===== src/hdl/recoveryPkg.sv =====
/*
 * Shared definitions for the recovery controller:
 *   address and active list widths, instruction size,
 *   pipeline phase and refetch type enums, trap cause type,
 *   and a helper that tells the trap refetch types apart.
 */

package recoveryPkg;

    // PC and data address width
    localparam int addrWidth = 32;

    // 16-entry active list, pointer wraps
    localparam int alIndexWidth = 4;

    // one instruction in bytes
    localparam int insnByteWidth = 4;

    typedef enum logic [1:0] {
        phaseCommit   = 2'd0,
        phaseRecover0 = 2'd1,
        phaseRecover1 = 2'd2
    } pipelinePhase;

    typedef enum logic [2:0] {
        refetchThisPc       = 3'd0,
        refetchNextPc       = 3'd1,
        refetchBranchTarget = 3'd2,
        refetchThisPcToCsr  = 3'd3,
        refetchNextPcToCsr  = 3'd4
    } refetchType;

    // trap cause code
    typedef logic [3:0] excCause;

    // true for the two types that go through the trap vector
    function automatic logic isToCsr(input refetchType kind);
        return (kind == refetchThisPcToCsr) || (kind == refetchNextPcToCsr);
    endfunction

    // flush starts at the excepting entry for these
    function automatic logic isThisPc(input refetchType kind);
        return (kind == refetchThisPc) || (kind == refetchThisPcToCsr);
    endfunction

endpackage


===== src/hdl/recoveryIf.sv =====
/*
 * Recovery interface between the recovery manager and the
 * rename-map walker: phase, walk start pulse, flush range,
 * and the walker busy level.
 */

`timescale 1ns/10ps

interface recoveryIf import recoveryPkg::*; #(
    parameter int alIndexBits = alIndexWidth
);

    pipelinePhase           phase;
    logic                   startWalk;
    logic [alIndexBits-1:0] flushHead;
    logic [alIndexBits-1:0] flushTail;
    logic                   walkBusy;

    modport manager (
        output phase, startWalk, flushHead, flushTail,
        input  walkBusy
    );

    modport walker (
        input  startWalk, flushHead, flushTail,
        output walkBusy
    );

endinterface


===== src/hdl/pcGenerator.sv =====
/*
 * Fetch PC generator
 *   loads the recovered PC, else steps one instruction
 *   per enabled commit cycle
 */

`timescale 1ns/10ps

module pcGenerator import recoveryPkg::*; (
    input  logic                 clk,
    input  logic                 arstN,
    input  pipelinePhase         phase,
    input  logic                 fetchEnable,
    input  logic                 recoverPc,
    input  logic [addrWidth-1:0] recoveredPc,
    output logic [addrWidth-1:0] fetchPc
);

    always_ff @(posedge clk or negedge arstN) begin
        if (!arstN) begin
            fetchPc <= '0;
        end else if (recoverPc) begin
            fetchPc <= recoveredPc;
        end else if (phase == phaseCommit && fetchEnable) begin
            fetchPc <= fetchPc + addrWidth'(insnByteWidth);
        end
        // holds during recover-1
    end

endmodule


===== src/hdl/recoveryManager.sv =====
/*
 * Recovery manager
 *   commit / recover-0 / recover-1 phase machine
 *   registered exception request from commit or register-write stage
 *   flush range and recovered PC selection
 *   protocol assertions
 */

`timescale 1ns/10ps

module recoveryManager import recoveryPkg::*; #(
    parameter int alIndexBits = alIndexWidth
) (
    input  logic                   clk,
    input  logic                   arstN,
    input  logic                   excCommit,
    input  logic                   excRw,
    input  refetchType             refetchTypeCommit,
    input  refetchType             refetchTypeRw,
    input  logic [addrWidth-1:0]   pcCommit,
    input  logic [addrWidth-1:0]   pcRw,
    input  logic [addrWidth-1:0]   faultAddr,
    input  excCause                causeCommit,
    input  logic [alIndexBits-1:0] excOpPtr,
    input  logic [alIndexBits-1:0] flushTailPtr,
    input  logic [addrWidth-1:0]   trapTarget,
    output logic                   trapTrigger,
    output logic [addrWidth-1:0]   trapExcPc,
    output excCause                trapCauseOut,
    output logic [addrWidth-1:0]   trapFaultAddr,
    output logic                   recoverPc,
    output logic [addrWidth-1:0]   recoveredPc,
    output logic                   recoveryFromRw,
    output logic                   unableToStartRecovery,
    recoveryIf.manager             rec
);

    pipelinePhase           phaseQ;
    pipelinePhase           phaseD;
    logic                   fromCommitQ;
    refetchType             typeQ;
    logic [addrWidth-1:0]   pcCommitQ;
    logic [addrWidth-1:0]   pcRwQ;
    excCause                causeQ;
    logic [addrWidth-1:0]   faultAddrQ;
    logic [alIndexBits-1:0] headQ;
    logic [alIndexBits-1:0] tailQ;

    logic                   accept;
    refetchType             selType;
    logic [addrWidth-1:0]   regPc;

    // requests only enter in commit, commit stage wins a tie
    assign accept  = (phaseQ == phaseCommit) && (excCommit || excRw);
    assign selType = excCommit ? refetchTypeCommit : refetchTypeRw;

    always_comb begin
        phaseD = phaseQ;
        case (phaseQ)
            phaseCommit:   if (accept) phaseD = phaseRecover0;
            phaseRecover0: phaseD = phaseRecover1;
            phaseRecover1: if (!rec.walkBusy) phaseD = phaseCommit;
            default:       phaseD = phaseCommit;
        endcase
    end

    always_ff @(posedge clk or negedge arstN) begin
        if (!arstN) begin
            phaseQ         <= phaseCommit;
            fromCommitQ    <= 1'b0;
            recoveryFromRw <= 1'b0;
            typeQ          <= refetchThisPc;
            headQ          <= '0;
            tailQ          <= '0;
        end else begin
            phaseQ <= phaseD;
            if (accept) begin
                fromCommitQ    <= excCommit;
                recoveryFromRw <= excRw;
                typeQ          <= selType;
                headQ          <= isThisPc(selType) ? excOpPtr : excOpPtr + 1'b1;
                tailQ          <= flushTailPtr;
            end
        end
    end

    // request payload
    always_ff @(posedge clk) begin
        if (accept) begin
            pcCommitQ  <= pcCommit;
            pcRwQ      <= pcRw;
            causeQ     <= causeCommit;
            faultAddrQ <= faultAddr;
        end
    end

    assign regPc = fromCommitQ ? pcCommitQ : pcRwQ;

    always_comb begin
        case (typeQ)
            refetchThisPcToCsr,
            refetchNextPcToCsr: recoveredPc = trapTarget;
            refetchNextPc:      recoveredPc = regPc + addrWidth'(insnByteWidth);
            default:            recoveredPc = regPc;
        endcase
    end

    // everything downstream acts in recover-0
    assign recoverPc     = (phaseQ == phaseRecover0);
    assign trapTrigger   = (phaseQ == phaseRecover0) && isToCsr(typeQ);
    assign trapExcPc     = pcCommitQ;
    assign trapCauseOut  = causeQ;
    assign trapFaultAddr = faultAddrQ;

    assign rec.phase     = phaseQ;
    assign rec.startWalk = (phaseQ == phaseRecover0);
    assign rec.flushHead = headQ;
    assign rec.flushTail = tailQ;

    assign unableToStartRecovery = (phaseQ != phaseCommit) || rec.walkBusy;

    // traps are raised at commit only
    rwNotToCsr: assert property (@(posedge clk) disable iff (!arstN)
        excRw && !excCommit |-> !isToCsr(refetchTypeRw));

    // a request is taken only when a recovery could start
    acceptWhenIdle: assert property (@(posedge clk) disable iff (!arstN)
        accept |-> !unableToStartRecovery);

    // the walker starts only once a recovery is under way
    noBusyInCommit: assert property (@(posedge clk) disable iff (!arstN)
        $rose(rec.walkBusy) |-> phaseQ != phaseCommit);

endmodule


===== src/hdl/recoveryTop.sv =====
/*
 * Recovery controller top level
 *   recovery interface, recovery manager, trap CSR,
 *   rename-map walker and fetch PC generator
 */

`timescale 1ns/10ps

module recoveryTop import recoveryPkg::*; #(
    parameter int alIndexBits = alIndexWidth
) (
    input  logic                   clk,
    input  logic                   arstN,
    input  logic                   excCommit,
    input  logic                   excRw,
    input  refetchType             refetchTypeCommit,
    input  refetchType             refetchTypeRw,
    input  logic [addrWidth-1:0]   pcCommit,
    input  logic [addrWidth-1:0]   pcRw,
    input  excCause                causeCommit,
    input  logic [addrWidth-1:0]   faultAddr,
    input  logic [alIndexBits-1:0] excOpPtr,
    // detected flush range end from the active list
    input  logic [alIndexBits-1:0] detectedTailPtr,
    input  logic                   tvecWrite,
    input  logic [addrWidth-1:0]   tvecData,
    input  logic                   fetchEnable,
    output pipelinePhase           phase,
    output logic [addrWidth-1:0]   fetchPc,
    output logic [alIndexBits-1:0] flushHeadPtr,
    output logic [alIndexBits-1:0] flushTailPtr,
    output logic                   recoveryFromRw,
    output logic                   unableToStartRecovery,
    output logic [addrWidth-1:0]   trapPc,
    output excCause                trapCause,
    output logic [addrWidth-1:0]   trapValue
);

    logic                 trapTrigger;
    logic [addrWidth-1:0] trapExcPc;
    excCause              trapCauseOut;
    logic [addrWidth-1:0] trapFaultAddr;
    logic [addrWidth-1:0] trapTarget;
    logic                 recoverPc;
    logic [addrWidth-1:0] recoveredPc;

    recoveryIf #(.alIndexBits(alIndexBits)) u_recoveryIf ();

    recoveryManager #(.alIndexBits(alIndexBits)) u_recoveryManager (
        .clk(clk), .arstN(arstN),
        .excCommit(excCommit), .excRw(excRw),
        .refetchTypeCommit(refetchTypeCommit), .refetchTypeRw(refetchTypeRw),
        .pcCommit(pcCommit), .pcRw(pcRw), .faultAddr(faultAddr),
        .causeCommit(causeCommit),
        .excOpPtr(excOpPtr), .flushTailPtr(detectedTailPtr),
        .trapTarget(trapTarget),
        .trapTrigger(trapTrigger), .trapExcPc(trapExcPc),
        .trapCauseOut(trapCauseOut), .trapFaultAddr(trapFaultAddr),
        .recoverPc(recoverPc), .recoveredPc(recoveredPc),
        .recoveryFromRw(recoveryFromRw),
        .unableToStartRecovery(unableToStartRecovery),
        .rec(u_recoveryIf.manager)
    );

    trapCsr u_trapCsr (
        .clk(clk), .arstN(arstN),
        .tvecWrite(tvecWrite), .tvecData(tvecData),
        .trigger(trapTrigger), .excPc(trapExcPc),
        .cause(trapCauseOut), .faultAddr(trapFaultAddr),
        .trapTarget(trapTarget),
        .trapPc(trapPc), .trapCause(trapCause), .trapValue(trapValue)
    );

    rmtWalker #(.alIndexBits(alIndexBits)) u_rmtWalker (
        .clk(clk), .arstN(arstN),
        .rec(u_recoveryIf.walker)
    );

    pcGenerator u_pcGenerator (
        .clk(clk), .arstN(arstN),
        .phase(u_recoveryIf.phase), .fetchEnable(fetchEnable),
        .recoverPc(recoverPc), .recoveredPc(recoveredPc),
        .fetchPc(fetchPc)
    );

    assign phase        = u_recoveryIf.phase;
    assign flushHeadPtr = u_recoveryIf.flushHead;
    assign flushTailPtr = u_recoveryIf.flushTail;

endmodule


===== src/hdl/rmtWalker.sv =====
/*
 * Rename-map walker
 *   loads the flush range length on startWalk
 *   visits one entry per cycle, busy while entries remain
 */

`timescale 1ns/10ps

module rmtWalker import recoveryPkg::*; #(
    parameter int alIndexBits = alIndexWidth
) (
    input  logic       clk,
    input  logic       arstN,
    recoveryIf.walker  rec
);

    logic [alIndexBits-1:0] rangeLen;
    logic [alIndexBits-1:0] walkCnt;
    logic [alIndexBits-1:0] walkCntD;

    // range length, wraps past the end of the list
    assign rangeLen = rec.flushTail - rec.flushHead;

    always_comb begin
        if (rec.startWalk) begin
            walkCntD = rangeLen;
        end else if (walkCnt != '0) begin
            walkCntD = walkCnt - 1'b1;
        end else begin
            walkCntD = '0;
        end
    end

    always_ff @(posedge clk or negedge arstN) begin
        if (!arstN) begin
            walkCnt <= '0;
        end else begin
            walkCnt <= walkCntD;
        end
    end

    // busy while another entry is still to be restored,
    // so the manager can leave recover-1 right on the last visit
    assign rec.walkBusy = (walkCntD != '0);

    // a new walk only after the previous one has drained
    noStartWhileBusy: assert property (@(posedge clk) disable iff (!arstN)
        rec.startWalk |-> walkCnt == '0);

endmodule


===== src/hdl/trapCsr.sv =====
/*
 * Trap CSR block
 *   trap vector register with write port
 *   exception PC, cause and fault address capture on trigger
 *   aligned trap target output
 */

`timescale 1ns/10ps

module trapCsr import recoveryPkg::*; (
    input  logic                 clk,
    input  logic                 arstN,
    input  logic                 tvecWrite,
    input  logic [addrWidth-1:0] tvecData,
    input  logic                 trigger,
    input  logic [addrWidth-1:0] excPc,
    input  excCause              cause,
    input  logic [addrWidth-1:0] faultAddr,
    output logic [addrWidth-1:0] trapTarget,
    output logic [addrWidth-1:0] trapPc,
    output excCause              trapCause,
    output logic [addrWidth-1:0] trapValue
);

    logic [addrWidth-1:0] tvecQ;

    always_ff @(posedge clk or negedge arstN) begin
        if (!arstN) begin
            tvecQ <= '0;
        end else if (tvecWrite) begin
            tvecQ <= tvecData;
        end
    end

    // direct mode only, low bits are the mode field
    assign trapTarget = {tvecQ[addrWidth-1:2], 2'b00};

    // trap state, taken at the end of recover-0
    always_ff @(posedge clk or negedge arstN) begin
        if (!arstN) begin
            trapPc    <= '0;
            trapCause <= '0;
            trapValue <= '0;
        end else if (trigger) begin
            trapPc    <= excPc;
            trapCause <= cause;
            trapValue <= faultAddr;
        end
    end

    // software must not move the vector while a trap is being taken
    noWriteOnTrap: assert property (@(posedge clk) disable iff (!arstN)
        !(tvecWrite && trigger));

endmodule


===== config.mk =====
export PLATFORM = sky130hd
export DESIGN_NAME = recoveryTop
export DESIGN_NICKNAME = d
export VERILOG_FILES = /design/src/hdl/recoveryPkg.sv /design/src/hdl/recoveryIf.sv /design/src/hdl/pcGenerator.sv /design/src/hdl/recoveryManager.sv /design/src/hdl/recoveryTop.sv /design/src/hdl/rmtWalker.sv /design/src/hdl/trapCsr.sv
export SDC_FILE = /design/constraint.sdc
export NUM_CORES = 1
export LEC_CHECK = 0
export ABC_CLOCK_PERIOD_IN_PS = 5300
export BUFFER_PORTS_ARGS = -buffer_cell sky130_fd_sc_hd__clkbuf_2
export CORE_MARGIN = 2
export CORE_UTILIZATION = 54
export DETAILED_ROUTE_END_ITERATION = 8
export GPL_TIMING_DRIVEN = 0
export PLACE_DENSITY_LB_ADDON = 0.1
export SYNTH_ARGS = -nofsm -noshare
export SYNTH_HDL_FRONTEND = slang
export SYNTH_SLANG_ARGS = --single-unit

===== constraint.sdc =====
create_clock -name clk -period 5.3 [get_ports clk]
set_input_delay 0.265 -clock clk [delete_from_list [all_inputs] [get_ports clk]]
set_output_delay 0.265 -clock clk [all_outputs]
set_load 0.05 [all_outputs]

## Word level (Yosys, flattened, before mapping)

Cells that the tools add are included.

- Add/subtract/negate cells: 5
- Equality and inequality tests: 8
- Multiplexer cells: 11
- Reduce and logical (&&, ||, !) cells: 15

Operators with widths:

| operator | number |
|---|---|
| $mux 32 | 3 |
| $add 32x3->32 const B | 2 |
| $pmux 32 s2 | 1 |
| $mux 4 | 3 |
| $reduce_bool 4->1 | 2 |
| $eq 3x2->1 const B | 2 |
| $pmux 2 s3 | 1 |
| $add 4x1->4 const B | 1 |
| $logic_or 1x1->1 | 4 |
| $mux 2 | 2 |
| $ne 2x2->1 const B | 2 |
| $reduce_bool 2->1 | 2 |
| $sub 4x1->4 const B | 1 |
| $sub 4x4->4 | 1 |
| $eq 3x1->1 const B | 1 |
| $eq 3x3->1 const B | 1 |
| $logic_and 1x1->1 | 3 |
| $logic_not 3->1 | 1 |
| $mux 3 | 1 |
| $eq 2x1->1 const B | 1 |
| $eq 2x2->1 const B | 1 |
| $logic_not 2->1 | 1 |
| $reduce_and 2->1 | 1 |
| $reduce_or 2->1 | 1 |

- Register bits: 251
- Input bits: 152
- Output and inout bits: 112
- Word-level logic and storage cells: 55

## Logic depth before layout (Yosys ltp)

Gate-level depths: netlist of run 1.

- Depth in word-level cells: 6
- Gate-level depth with buffers: 11
- Depth with buffers taken out: 9

## By module

A second synthesis of run 1 with hierarchy kept.

- Cell total of the unflattened synthesis: 880
- Area total of the unflattened synthesis: 11328.4 um^2

Modules (own cells, without submodules):

| module | instances | cells an instance | area an instance (um^2) | sequential area each (um^2) |
|---|---|---|---|---|
| recoveryManager | 1 | 428 | 5406.4 | 3378.2 |
| trapCsr | 1 | 210 | 3737.3 | 2452.4 |
| pcGenerator | 1 | 207 | 1848.0 | 800.8 |
| rmtWalker | 1 | 35 | 336.6 | 100.1 |

==> results of run 1 <==
-- final cells by class --
type,count,share of cell area (%)
Timing Repair Buffer,396,17.9
Inverter,13,0.323
Sequential cell,249,44.5
Clock inverter,11,0.770
Clock buffer,36,4.75
Tap cell,270,2.24
Buffer,49,1.57
Multi-Input combinational cell,571,27.9
-- how the worst max path moves through the flow --
stage                                          startpoint                                        endpoint  slack (ns)  cells after the start
4_1_cts        u_recoveryManager.rec.phase[1]$_DFFE_PN0P_                           unableToStartRecovery        1.86                      7
6_report       u_recoveryManager.rec.phase[1]$_DFFE_PN0P_                           unableToStartRecovery        1.79                      7
5_1_grt        u_recoveryManager.rec.phase[1]$_DFFE_PN0P_                           unableToStartRecovery        1.65                      7
3_3_place_gp   u_recoveryManager.rec.phase[1]$_DFFE_PN0P_  u_recoveryManager.rec.flushTail[0]$_DFFE_PN0P_       -0.97                      5
2_1_floorplan  u_recoveryManager.rec.phase[1]$_DFFE_PN0P_            u_recoveryManager.pcRwQ[0]$_DFFE_PP_        0.55                      4
3_5_place_dp       u_recoveryManager.typeQ[1]$_DFFE_PN0P_             u_trapCsr.trapValue[26]$_DFFE_PN0P_        2.37                      8
-- metrics by stage --
step / hold slack [ns] / power [W] / cell area (um2) / cells / setup WS, ns
5_1_grt: 0.0186 / 0.0103 / 15100 / 1595 / 1.65
3_5_place_dp: 0.305 / 0.00791 / 12900 / 1413 / 2.37
6_report: 0.0191 / 0.00987 / 15100 / 1595 / 1.79
3_3_place_gp: 0.442 / 0.00787 / 12900 / 1411 / -0.967
4_1_cts: 0.0109 / 0.00979 / 15100 / 1595 / 1.86
2_1_floorplan: -0.0306 / 0.00662 / 11200 / 882 / 0.545
-- synth_stat cells, types with 9 or more instances --
cell type	instances
dfrtp_1	149
mux2_2	116
edfxtp_1	100
nand2_1	61
nor2_1	46
a21oi_1	40
nand3_1	29
o21ai_0	29
clkbuf_1	25
mux2i_1	22
nor3_1	22
xnor2_1	22
xor2_1	16
buf_2	15
a31oi_1	14
nand4_1	14
inv_1	13
a221oi_1	9
or3_1	9
-- worst reg2reg max path, delay by kind of cell (launching register included) --
| kind | cells | cell delay [ns] |
|---|---|---|
| flip-flops | 1 | 0.39 |
| AND/OR/NAND/NOR | 4 | 0.75 |
| buffers and inverters | 3 | 1.19 |
| AO/OA/AOI/OAI | 2 | 0.59 |
-- power breakdown --
part           switching [W]  leakage [nW]  internal [W]
Combinational        0.00333          3.29       0.00144
Clock               0.000754         0.410       0.00104
Sequential          0.000503          2.70       0.00280
-- cells by family (layout without fill, tap and decap cells) --
kind of cell,Yosys count,count (layout)
DFF,249,249
and+or+nand+nor,235,235
AOI/OAI and AO/OA,153,153
muxes,138,138
buffers and inverters,62,505
xor gates and xnor gates,38,38
adders and majority gates,7,7
-- flip-flops by register name, summed over array words and instances, names as in the netlist --
name / flops
u_trapCsr.tvecQ: 30
u_rmtWalker.walkCnt: 4
u_recoveryManager.trapFaultAddr: 32
u_recoveryManager.typeQ: 3
u_trapCsr.trapPc: 32
u_pcGenerator.fetchPc: 32
u_recoveryManager.trapExcPc: 32
u_recoveryManager.rec.flushTail: 4
u_recoveryManager.pcRwQ: 32
u_recoveryManager.trapCauseOut: 4
u_recoveryManager.fromCommitQ: 1
u_recoveryManager.rec.flushHead: 4
u_recoveryManager.recoveryFromRw: 1
u_recoveryManager.rec.phase: 2
u_trapCsr.trapCause: 4
u_trapCsr.trapValue: 32
-- per-layer routing --
layer  part of all wire, %  vias to the layer above  global-route usage, %
li1                      -                     4133                      -
met1                    41                     4413                   40.8
met2                    48                      404                   49.0
met3                   8.2                       56                   5.80
met4                   2.5                        0                   8.52
met5                     0                        -                      0
==> summary.md, run 1 <==
| Metric | Value |
|---|---|
| Outcome | finished clean |
| Post-Syn Instances | 882 |
| Vias in the first global route | 9189 |
| Clock Sinks | 249 |
| Synth top area share | 33.2% |
| Synth Flop Type | dfrtp_1 |
| H-tree depth | 1 |
| CTS Hold Bufs | 135 |
| Combinational family with the most area after synthesis | multiplexers |
| IO buf count | 259 |
| Die H | 148 um |
| Initial antenna violation count | 0 |
| Layout Nets | 1465 |
| I/O Pins | 264 |
| Worst flop-to-flop path endpoint | u_pcGenerator.fetchPc[16]$_DFFE_PN0P_ |
| Via density | 5.65 |
| Critical path class | reg2out |
| Max VDD drop | 0.503 mV |
| Synth top area cells | dfrtp_1 (33%), edfxtp_1 (27%), mux2_2 (12%) |
| Async S/R FF share, synth | 59.8% |
| Post-synth EDFFs | 100 |
| MaxCap Viol Count | 0 |
| Clock skew | 0.0126 ns |
| Crit path top cell by count | clkbuf_1 |
| CP max FO | 10 |
| Post-CTS resize count | 0 |
| P&R area growth vs syn | 34.6% |
| R2r startpoint | u_recoveryManager.typeQ[2]$_DFFE_PN0P_ |
| GP Congestion | 0.935 |
| Number of buffers and inverters on the critical path | 3 |
| Detailed-route via count | 9006 |
| Mean Syn Cell Area | 12.7 um2 |
| HP Class | in2reg |
| Tightest Pin Transition | 0.763 ns |
| Filler instances | 1409 |
| Synth Net Count | 1041 |
| Setup slack, reg-to-reg | 2.31 ns |
| Commonest non-fill, non-tap cells in the layout | clkbuf_2 (258), dfrtp_1 (149), dlygate4sd3_1 (135) |
| Crit-path cells | clkbuf_1 > nand2b_1 > clkbuf_1 > o21ai_0 > nor4_1 > nand2_1 > clkbuf_2 |
| Crit path DAT | 3.25 ns |
| CTS max path bufs | 3 |
| WL per Instance | 20.7 um |
| Clock Latency Late Sink | 0.53 ns |
| Yosys cell types | 74 |
| Worst path top cell family by delay | buffers and inverters |
| # Post-CTS Setup Buffers | 0 |
| Most common cell after layout, fill and taps aside | clkbuf_2 |
| Drt pass-1 iters | 5 |
| Worst hold stages | 2 |
| Initial Util | 55.3% |
| Num CTS Buffers | 26 |
| Hold path start | tvecData[12] |
| Synthesized area | 11200 um2 |
| Startpoint Class | flip-flop |
| Sequential cell area | 6730 um2 |
| Total wire length | 33000 um |
| Core box area | 20300 um2 |
| DRC viols | 0 |
| DIE WIDTH | 148 um |
| Period Utilization, post-route | 66.2% |
| Overflow after GRT | 0 |
| LEAKAGE | 6.40 nW |
| Row count | 52 |
| Total global-route track usage | 29.8% |
| FF-to-FF path depth | 9 |
| Die ar. | 22000 um2 |
| Clock transition time at the flip-flop clock pins of the worst setup and hold paths | 0.06 ns |
| Simple-gate portion of the synthesized area | 10.9% |
| CP max-delay cell | clkbuf_1 |
| Initial DRC count | 662 |
| Max Slew Vio Count | 0 |
| # setup viols final | 0 |
| CTS tree | built |
| Share of layout cells above drive strength 1 | 33.7% |
| Endpoints failing hold | 0 |
| Complex-gate fraction of the synthesized area | 9.15% |
| Post-Synth Adder-Cell Area | 0.847% |
| Final HPWL DP | 22100 um |
| Post-synthesis mux area share | 13.6% |
| Synth Register Bits | 249 |
| Routed Antenna Nets | 0 |
| WHS Endpoint | u_trapCsr.tvecQ[12]$_DFFE_PN0P_ |
| Tmin final | 3.51 ns |
| Critical Path End Type | output port |
| Multi-input gate area | 4210 um2 |
| Largest net degree at the start of global routing | 85 |
| Power density cells | 653 nW/um2 |
| Synthesis Warnings | 0 |
| Post-synth top area cell | dfrtp_1 |
| Slew headroom | 49.1% |
| Total Negative Setup Slacks | 0 ns |
| Worst path max stage delay | 0.63 ns |
| Post-Synth XOR/XNOR Area | 2.97% |
| Max Freq | 285 MHz |
| CP required | 5.04 ns |
| N_diodes | 0 |
| Final core utilization | 74.4% |
| RSZ-0062 raised after global routing | no |
| First-pass GRT wire length | 50700 um |
| Sequential fraction of the synthesis area | 60.0% |
| Root Buffer | clkbuf_16 |
No activity file was read; power rests on OpenSTA's default activity.
==> run 2, diff against run 1 <==
ABC_AREA = 1   (was unset)
ABC_CLOCK_PERIOD_IN_PS = 3700   (was 5300)
CORE_UTILIZATION = 55   (was 54)
clock period = 3.7 ns   (was 5.3 ns; I/O delays follow)
==> run 2 against run 1 <==
  * Clock-buffer cell count rose by 3
  * Clock skew shrank 0.00065 ns
  * Largest cell class unchanged
  * Area after synthesis rose by 7.8%
  * Final cell count up 35%
  * Clock power is 48% higher
==> summary.md, run 2 <==
| Metric | Value |
|---|---|
| Share of layout cells above drive strength 1 | 21.3% |
| Post-synth top area cell | dfrtp_1 |
| Most common cell in the netlist | nand2_1 |
| Row count | 54 |
| Critical path class | reg2out |
| Commonest non-fill, non-tap cells in the layout | nand2_1 (527), clkbuf_2 (259), dfrtp_1 (149) |
| Clock skew | 0.0120 ns |
| HP Class | in2reg |
| CTS max path bufs | 3 |
| Root Buffer | clkbuf_16 |
| Synth top area cells | dfrtp_1 (31%), edfxtp_1 (25%), nand2_1 (16%) |
| CTS tree | built |
| I/O Pins | 264 |
| Synth Register Bits | 249 |
| Max Freq | 361 MHz |
| DRC viols | 0 |
| R2r startpoint | u_recoveryManager.fromCommitQ$_DFFE_PN0P_ |
| Final HPWL DP | 26100 um |
| Number of buffers and inverters on the critical path | 3 |
| Mean Syn Cell Area | 8.58 um2 |
| Tmin final | 2.77 ns |
| Detailed-route via count | 11600 |
| Final core utilization | 74.3% |
| # setup viols final | 0 |
| Setup slack, reg-to-reg | 1.21 ns |
| Die ar. | 23200 um2 |
| Post-Syn Instances | 1409 |
| Tightest Pin Transition | 0.953 ns |
| Worst flop-to-flop path endpoint | u_pcGenerator.fetchPc[16]$_DFFE_PN0P_ |
| RSZ-0062 raised after global routing | no |
| CP max-delay cell | dfrtp_1 |
| CP required | 3.51 ns |
| Hold path start | tvecWrite |
| Critical Path End Type | output port |
| IO buf count | 260 |
| Overflow after GRT | 0 |
| LEAKAGE | 7.75 nW |
| Core box area | 21700 um2 |
| WHS Endpoint | u_trapCsr.tvecQ[20]$_DFFE_PN0P_ |
| Crit-path cells | inv_1 > ha_1 > inv_1 > fa_1 > or2_2 > a32oi_1 > nand4_1 > clkbuf_2 |
| Vias in the first global route | 11700 |
| Clock Sinks | 249 |
| Total wire length | 38400 um |
| Yosys cell types | 48 |
| Post-synth EDFFs | 100 |
| Worst path top cell family by delay | adder cells |
| Worst path max stage delay | 0.37 ns |
| Initial Util | 55.8% |
| Via density | 5.38 |
| P&R area growth vs syn | 33.2% |
| Synth Net Count | 1568 |
| Max VDD drop | 0.750 mV |
| DIE WIDTH | 152 um |
| FF-to-FF path depth | 15 |
| Synth top cells by count | nand2_1 (527), dfrtp_1 (149), inv_1 (127) |
| Total global-route track usage | 33.1% |
| Synthesized area | 12100 um2 |
| Initial DRC count | 989 |
| Sequential fraction of the synthesis area | 55.7% |
| H-tree depth | 1 |
| Outcome | finished clean |
| GP Congestion | 0.946 |
| Worst hold stages | 2 |
| Num CTS Buffers | 27 |
| Startpoint Class | flip-flop |
| Drt pass-1 iters | 6 |
| WL per Instance | 17.9 um |
| Crit path top cell by count | inv_1 |
| Layout Nets | 2001 |
| Die H | 152 um |
| Max Slew Vio Count | 0 |
| Slew headroom | 35.9% |
| Post-CTS resize count | 0 |
| Async S/R FF share, synth | 59.8% |
| Crit path DAT | 2.58 ns |
| CP max FO | 3 |
| First-pass GRT wire length | 61200 um |
| Period Utilization, post-route | 74.8% |
| Clock transition time at the flip-flop clock pins of the worst setup and hold paths | 0.07 ns |
| Synth Flop Type | dfrtp_1 |
| Power density cells | 926 nW/um2 |
| Endpoints failing hold | 0 |
| Most common cell after layout, fill and taps aside | nand2_1 |
| Clock Latency Late Sink | 0.55 ns |
| Synthesis Warnings | 0 |
| Routed Antenna Nets | 0 |
| Initial antenna violation count | 4 |
| Worst hold slack | 0.0378 ns |
| MaxCap Viol Count | 0 |
| Synth top area share | 30.8% |
| Largest net degree at the start of global routing | 80 |
==> run 2: worst register-to-register path, stage by stage, from the launching register on <==
cell and delay [ns]:
dfrtp_1 0.37, buf_6 0.15, inv_6 0.09, buf_12 0.14, nand2_2 0.05, nand2_2 0.14, ha_1 0.22, inv_1 0.09
nor2_2 0.17, nand2_2 0.09, nor2_1 0.31, nand3_1 0.13, nand3_1 0.12, nand3_1 0.14, nand3_1 0.11, nand2_1 0.05
==> run 2: worst max path at each step <==
stage,endpoint,slack [ns],cells past startpoint,from
2_1_floorplan,u_recoveryManager.pcRwQ[0]$_DFFE_PP_,0.70,4,u_recoveryManager.rec.phase[1]$_DFFE_PN0P_
3_3_place_gp,u_recoveryManager.rec.flushHead[3]$_DFFE_PN0P_,-0.27,1,arstN
3_5_place_dp,u_pcGenerator.fetchPc[24]$_DFFE_PN0P_,1.28,16,u_recoveryManager.fromCommitQ$_DFFE_PN0P_
4_1_cts,unableToStartRecovery,0.95,8,u_recoveryManager.rec.flushTail[0]$_DFFE_PN0P_
5_1_grt,unableToStartRecovery,0.81,8,u_recoveryManager.rec.flushTail[0]$_DFFE_PN0P_
6_report,unableToStartRecovery,0.93,8,u_recoveryManager.rec.flushTail[0]$_DFFE_PN0P_
==> run 2: logic make-up (layout without fill, tap and decap cells) <==
logic type,count (synthesis),after routing,synth area share (%)
simple gates,775,775,27.2
flops,249,249,55.7
other cells,0,4,0
xor+xnor,9,9,0.652
compound gates,173,173,8.08
mux,14,14,1.29
buf+inv,182,636,6.36
fa+ha+maj,7,7,0.786
==> run 2: repair_timing <==
item                                   4_1_cts  5_1_grt
endpoints found under the hold margin      211        0
hold buffers                               142        0
buffers inserted                             0        0
setup endpoints to repair                    0        0
==> run 2: per-layer routing <==
layer	GRT usage, %	wire length (um)
met5	0	0
met4	12.0	1450
met3	5.03	3060
met2	57.1	18700
met1	42.8	15200
==> run 2: power breakdown <==
group	total, W	internal, W	switching, W
clock network	0.00267	0.00152	0.00115
registers	0.00471	0.00400	0.000704
logic	0.00753	0.00190	0.00563
==> run 2: layout make-up <==
type | instances | area, um2
flip-flops and latches | 249 | 6730
fillers | 1576 | 5580
multi-input cells | 978 | 4590
repair buffers | 404 | 2790
clock buffers | 39 | 731
inverters | 135 | 512
well taps | 280 | 350
plain buffers | 47 | 262
clock inverters | 11 | 129
diodes | 4 | 10.0
==> run 2: metrics by stage <==
step | TNS, ns | setup WS [ns] | total power [W] | area [um2] | instances
4_1_cts | 0 | 0.948 | 0.0148 | 16100 | 2143
2_1_floorplan | 0 | 0.701 | 0.00988 | 12100 | 1409
3_3_place_gp | -38.71 | -0.275 | 0.0119 | 13800 | 1949
3_5_place_dp | 0 | 1.28 | 0.0120 | 13800 | 1951
6_report | 0 | 0.933 | 0.0149 | 16100 | 2147
5_1_grt | 0 | 0.810 | 0.0158 | 16100 | 2147
==> run 3, diff against run 2 <==
ABC_CLOCK_PERIOD_IN_PS = 2740   (was 3700)
clock period = 2.74 ns   (was 3.7 ns; I/O delays follow)
==> run 3 against run 2 <==
  * Utilization is 0.52 points higher
  * Critical path depth is the same
  * Register-to-register slack lost 0.91 ns
  * Non-clock buffer count grew 4
==> summary.md, run 3 (synthesis gave the netlist of run 2 again) <==
| Metric | Value |
|---|---|
| Outcome | finished clean |
| GP Congestion | 0.962 |
| IO buf count | 260 |
| Critical path class | reg2out |
| Commonest non-fill, non-tap cells in the layout | nand2_1 (527), clkbuf_2 (258), dfrtp_1 (149) |
| HP Class | in2reg |
| Crit path DAT | 2.48 ns |
| DIE WIDTH | 152 um |
| Overflow after GRT | 0 |
| Die ar. | 23200 um2 |
| Clock transition time at the flip-flop clock pins of the worst setup and hold paths | 0.06 ns |
| Final HPWL DP | 25700 um |
| Placed Instance Area | 13800 um2 |
| Initial antenna violation count | 3 |
| Number of buffers and inverters on the critical path | 3 |
| Period Utilization, post-route | 95.4% |
| LEAKAGE | 7.81 nW |
| CTS max path bufs | 3 |
| Power density cells | 1250 nW/um2 |
| Core box area | 21700 um2 |
| I/O Pins | 264 |
| Detailed-route via count | 11500 |
| Worst path top cell family by delay | adder cells |
| Largest net degree at the start of global routing | 110 |
| Critical Path End Type | output port |
| Routed Antenna Nets | 0 |
| Multi-input gate area | 4600 um2 |
| Endpoints failing hold | 0 |
| Root Buffer | clkbuf_16 |
| WL per Instance | 17.8 um |
| Hold path start | tvecWrite |
| Vias in the first global route | 11700 |
| Non-Filler Instances | 2149 |
| Drt pass-1 iters | 6 |
| Clock skew | 0.0239 ns |
| Max Freq | 383 MHz |
| Clock group share of total power | 18.5% |
| Total global-route track usage | 32.9% |
| Total Negative Setup Slacks | 0 ns |
| Max Slew Vio Count | 0 |
| Sequential group share of total power | 31.3% |
| Clock Latency Late Sink | 0.54 ns |
| Finished layout cell area | 16200 um2 |
| Worst hold slack | 0.0150 ns |
| CP max FO | 3 |
| Sw Pwr | 0.0101 W |
| Initial Util | 55.8% |
| Startpoint Class | flip-flop |
| Combinational power share | 50.2% |
| Share of layout cells above drive strength 1 | 21.6% |
| Max VDD drop | 0.855 mV |
| R2r startpoint | u_recoveryManager.fromCommitQ$_DFFE_PN0P_ |
| First-pass GRT wire length | 60700 um |
| Beginning of the critical path | u_recoveryManager.rec.flushTail[0]$_DFFE_PN0P_ |
| Filler instances | 1537 |
| Int Pwr | 0.0102 W |
| Total Power | 0.0203 W |
| CTS tree | built |
| Num CTS Buffers | 26 |
| Tmin final | 2.61 ns |
| MaxCap Viol Count | 0 |
| Via density | 5.37 |
| Clock Sinks | 249 |
| Placed cells | 1950 |
| Sequential cell area | 6730 um2 |
| H-tree depth | 1 |
| Most common cell after layout, fill and taps aside | nand2_1 |
| Total wire length | 38300 um |
| Worst path max stage delay | 0.38 ns |
| CP max-delay cell | dfrtp_1 |
| Layout Nets | 2004 |
| Initial DRC count | 899 |
| Setup slack, reg-to-reg | 0.30 ns |
| DRC viols | 0 |
| Net Sw Frac | 49.6% |
| Crit path top cell by count | inv_1 |
| P&R area growth vs syn | 34.1% |
| Tightest Pin Transition | 0.933 ns |
| Slew headroom | 37.2% |
| Crit-path cells | inv_1 > ha_1 > inv_1 > fa_1 > or2_2 > a32oi_2 > nand4_1 > buf_6 |
| CP required | 2.60 ns |
| # setup viols final | 0 |
| Row count | 54 |
| Die H | 152 um |
run 3: area by class of cell:
cell class	count	area share, %
Antenna cell	4	0.0617
Buffer	47	1.64
Clock buffer	39	4.81
Clock inverter	9	0.833
Inverter	135	3.16
Multi-Input combinational cell	978	28.4
Sequential cell	249	41.5
Tap cell	280	2.16
Timing Repair Buffer	408	17.5
run 3: final timing paths:
kind                                                         end  cells after the start
max in group asynchronous         u_trapCsr.tvecQ[4]$_DFFE_PN0P_                      3
min in group asynchronous       u_trapCsr.trapPc[21]$_DFFE_PN0P_                      2
hold / removal                   u_trapCsr.tvecQ[15]$_DFFE_PN0P_                      2
hold reg to reg              u_trapCsr.trapValue[30]$_DFFE_PN0P_                      2
setup reg to reg           u_pcGenerator.fetchPc[24]$_DFFE_PN0P_                     16
setup / recovery                           unableToStartRecovery                      8
run 3: power by group through the flow:
stage / clock network [W] / logic [W] / registers (W)
2_1_floorplan: 0 / 0.00453 / 0.00878
3_3_place_gp: 0 / 0.00960 / 0.00635
3_5_place_dp: 0 / 0.00978 / 0.00637
4_1_cts: 0.00376 / 0.0100 / 0.00633
5_1_grt: 0.00393 / 0.0110 / 0.00653
6_report: 0.00375 / 0.0102 / 0.00637
run 3: per-layer routing:
layer  track usage, %  vias up  routed length (um)
met3             5.20       96                2910
met1             42.4     5447               15200
li1                 -     5463                   -
met4             12.4        0                1390
met2             56.3      529               18900
met5                0        -                   0
run 3: timing repair:
action / in CTS / in global routing
buffers inserted: 0 / 0
hold endpoints to repair: 202 / 0
resized for setup: 0 / 5
hold buffers: 146 / 0
setup endpoints to repair: 0 / 1
run 3: through the flow:
step / setup WS, ns / utilization, %
3_5_place_dp: 0.150 / 63.6
4_1_cts: 0.0803 / 74.5
2_1_floorplan: 0.308 / -
3_3_place_gp: -1.20 / 63.4
6_report: 0.126 / 74.8
5_1_grt: -0.0487 / 74.8
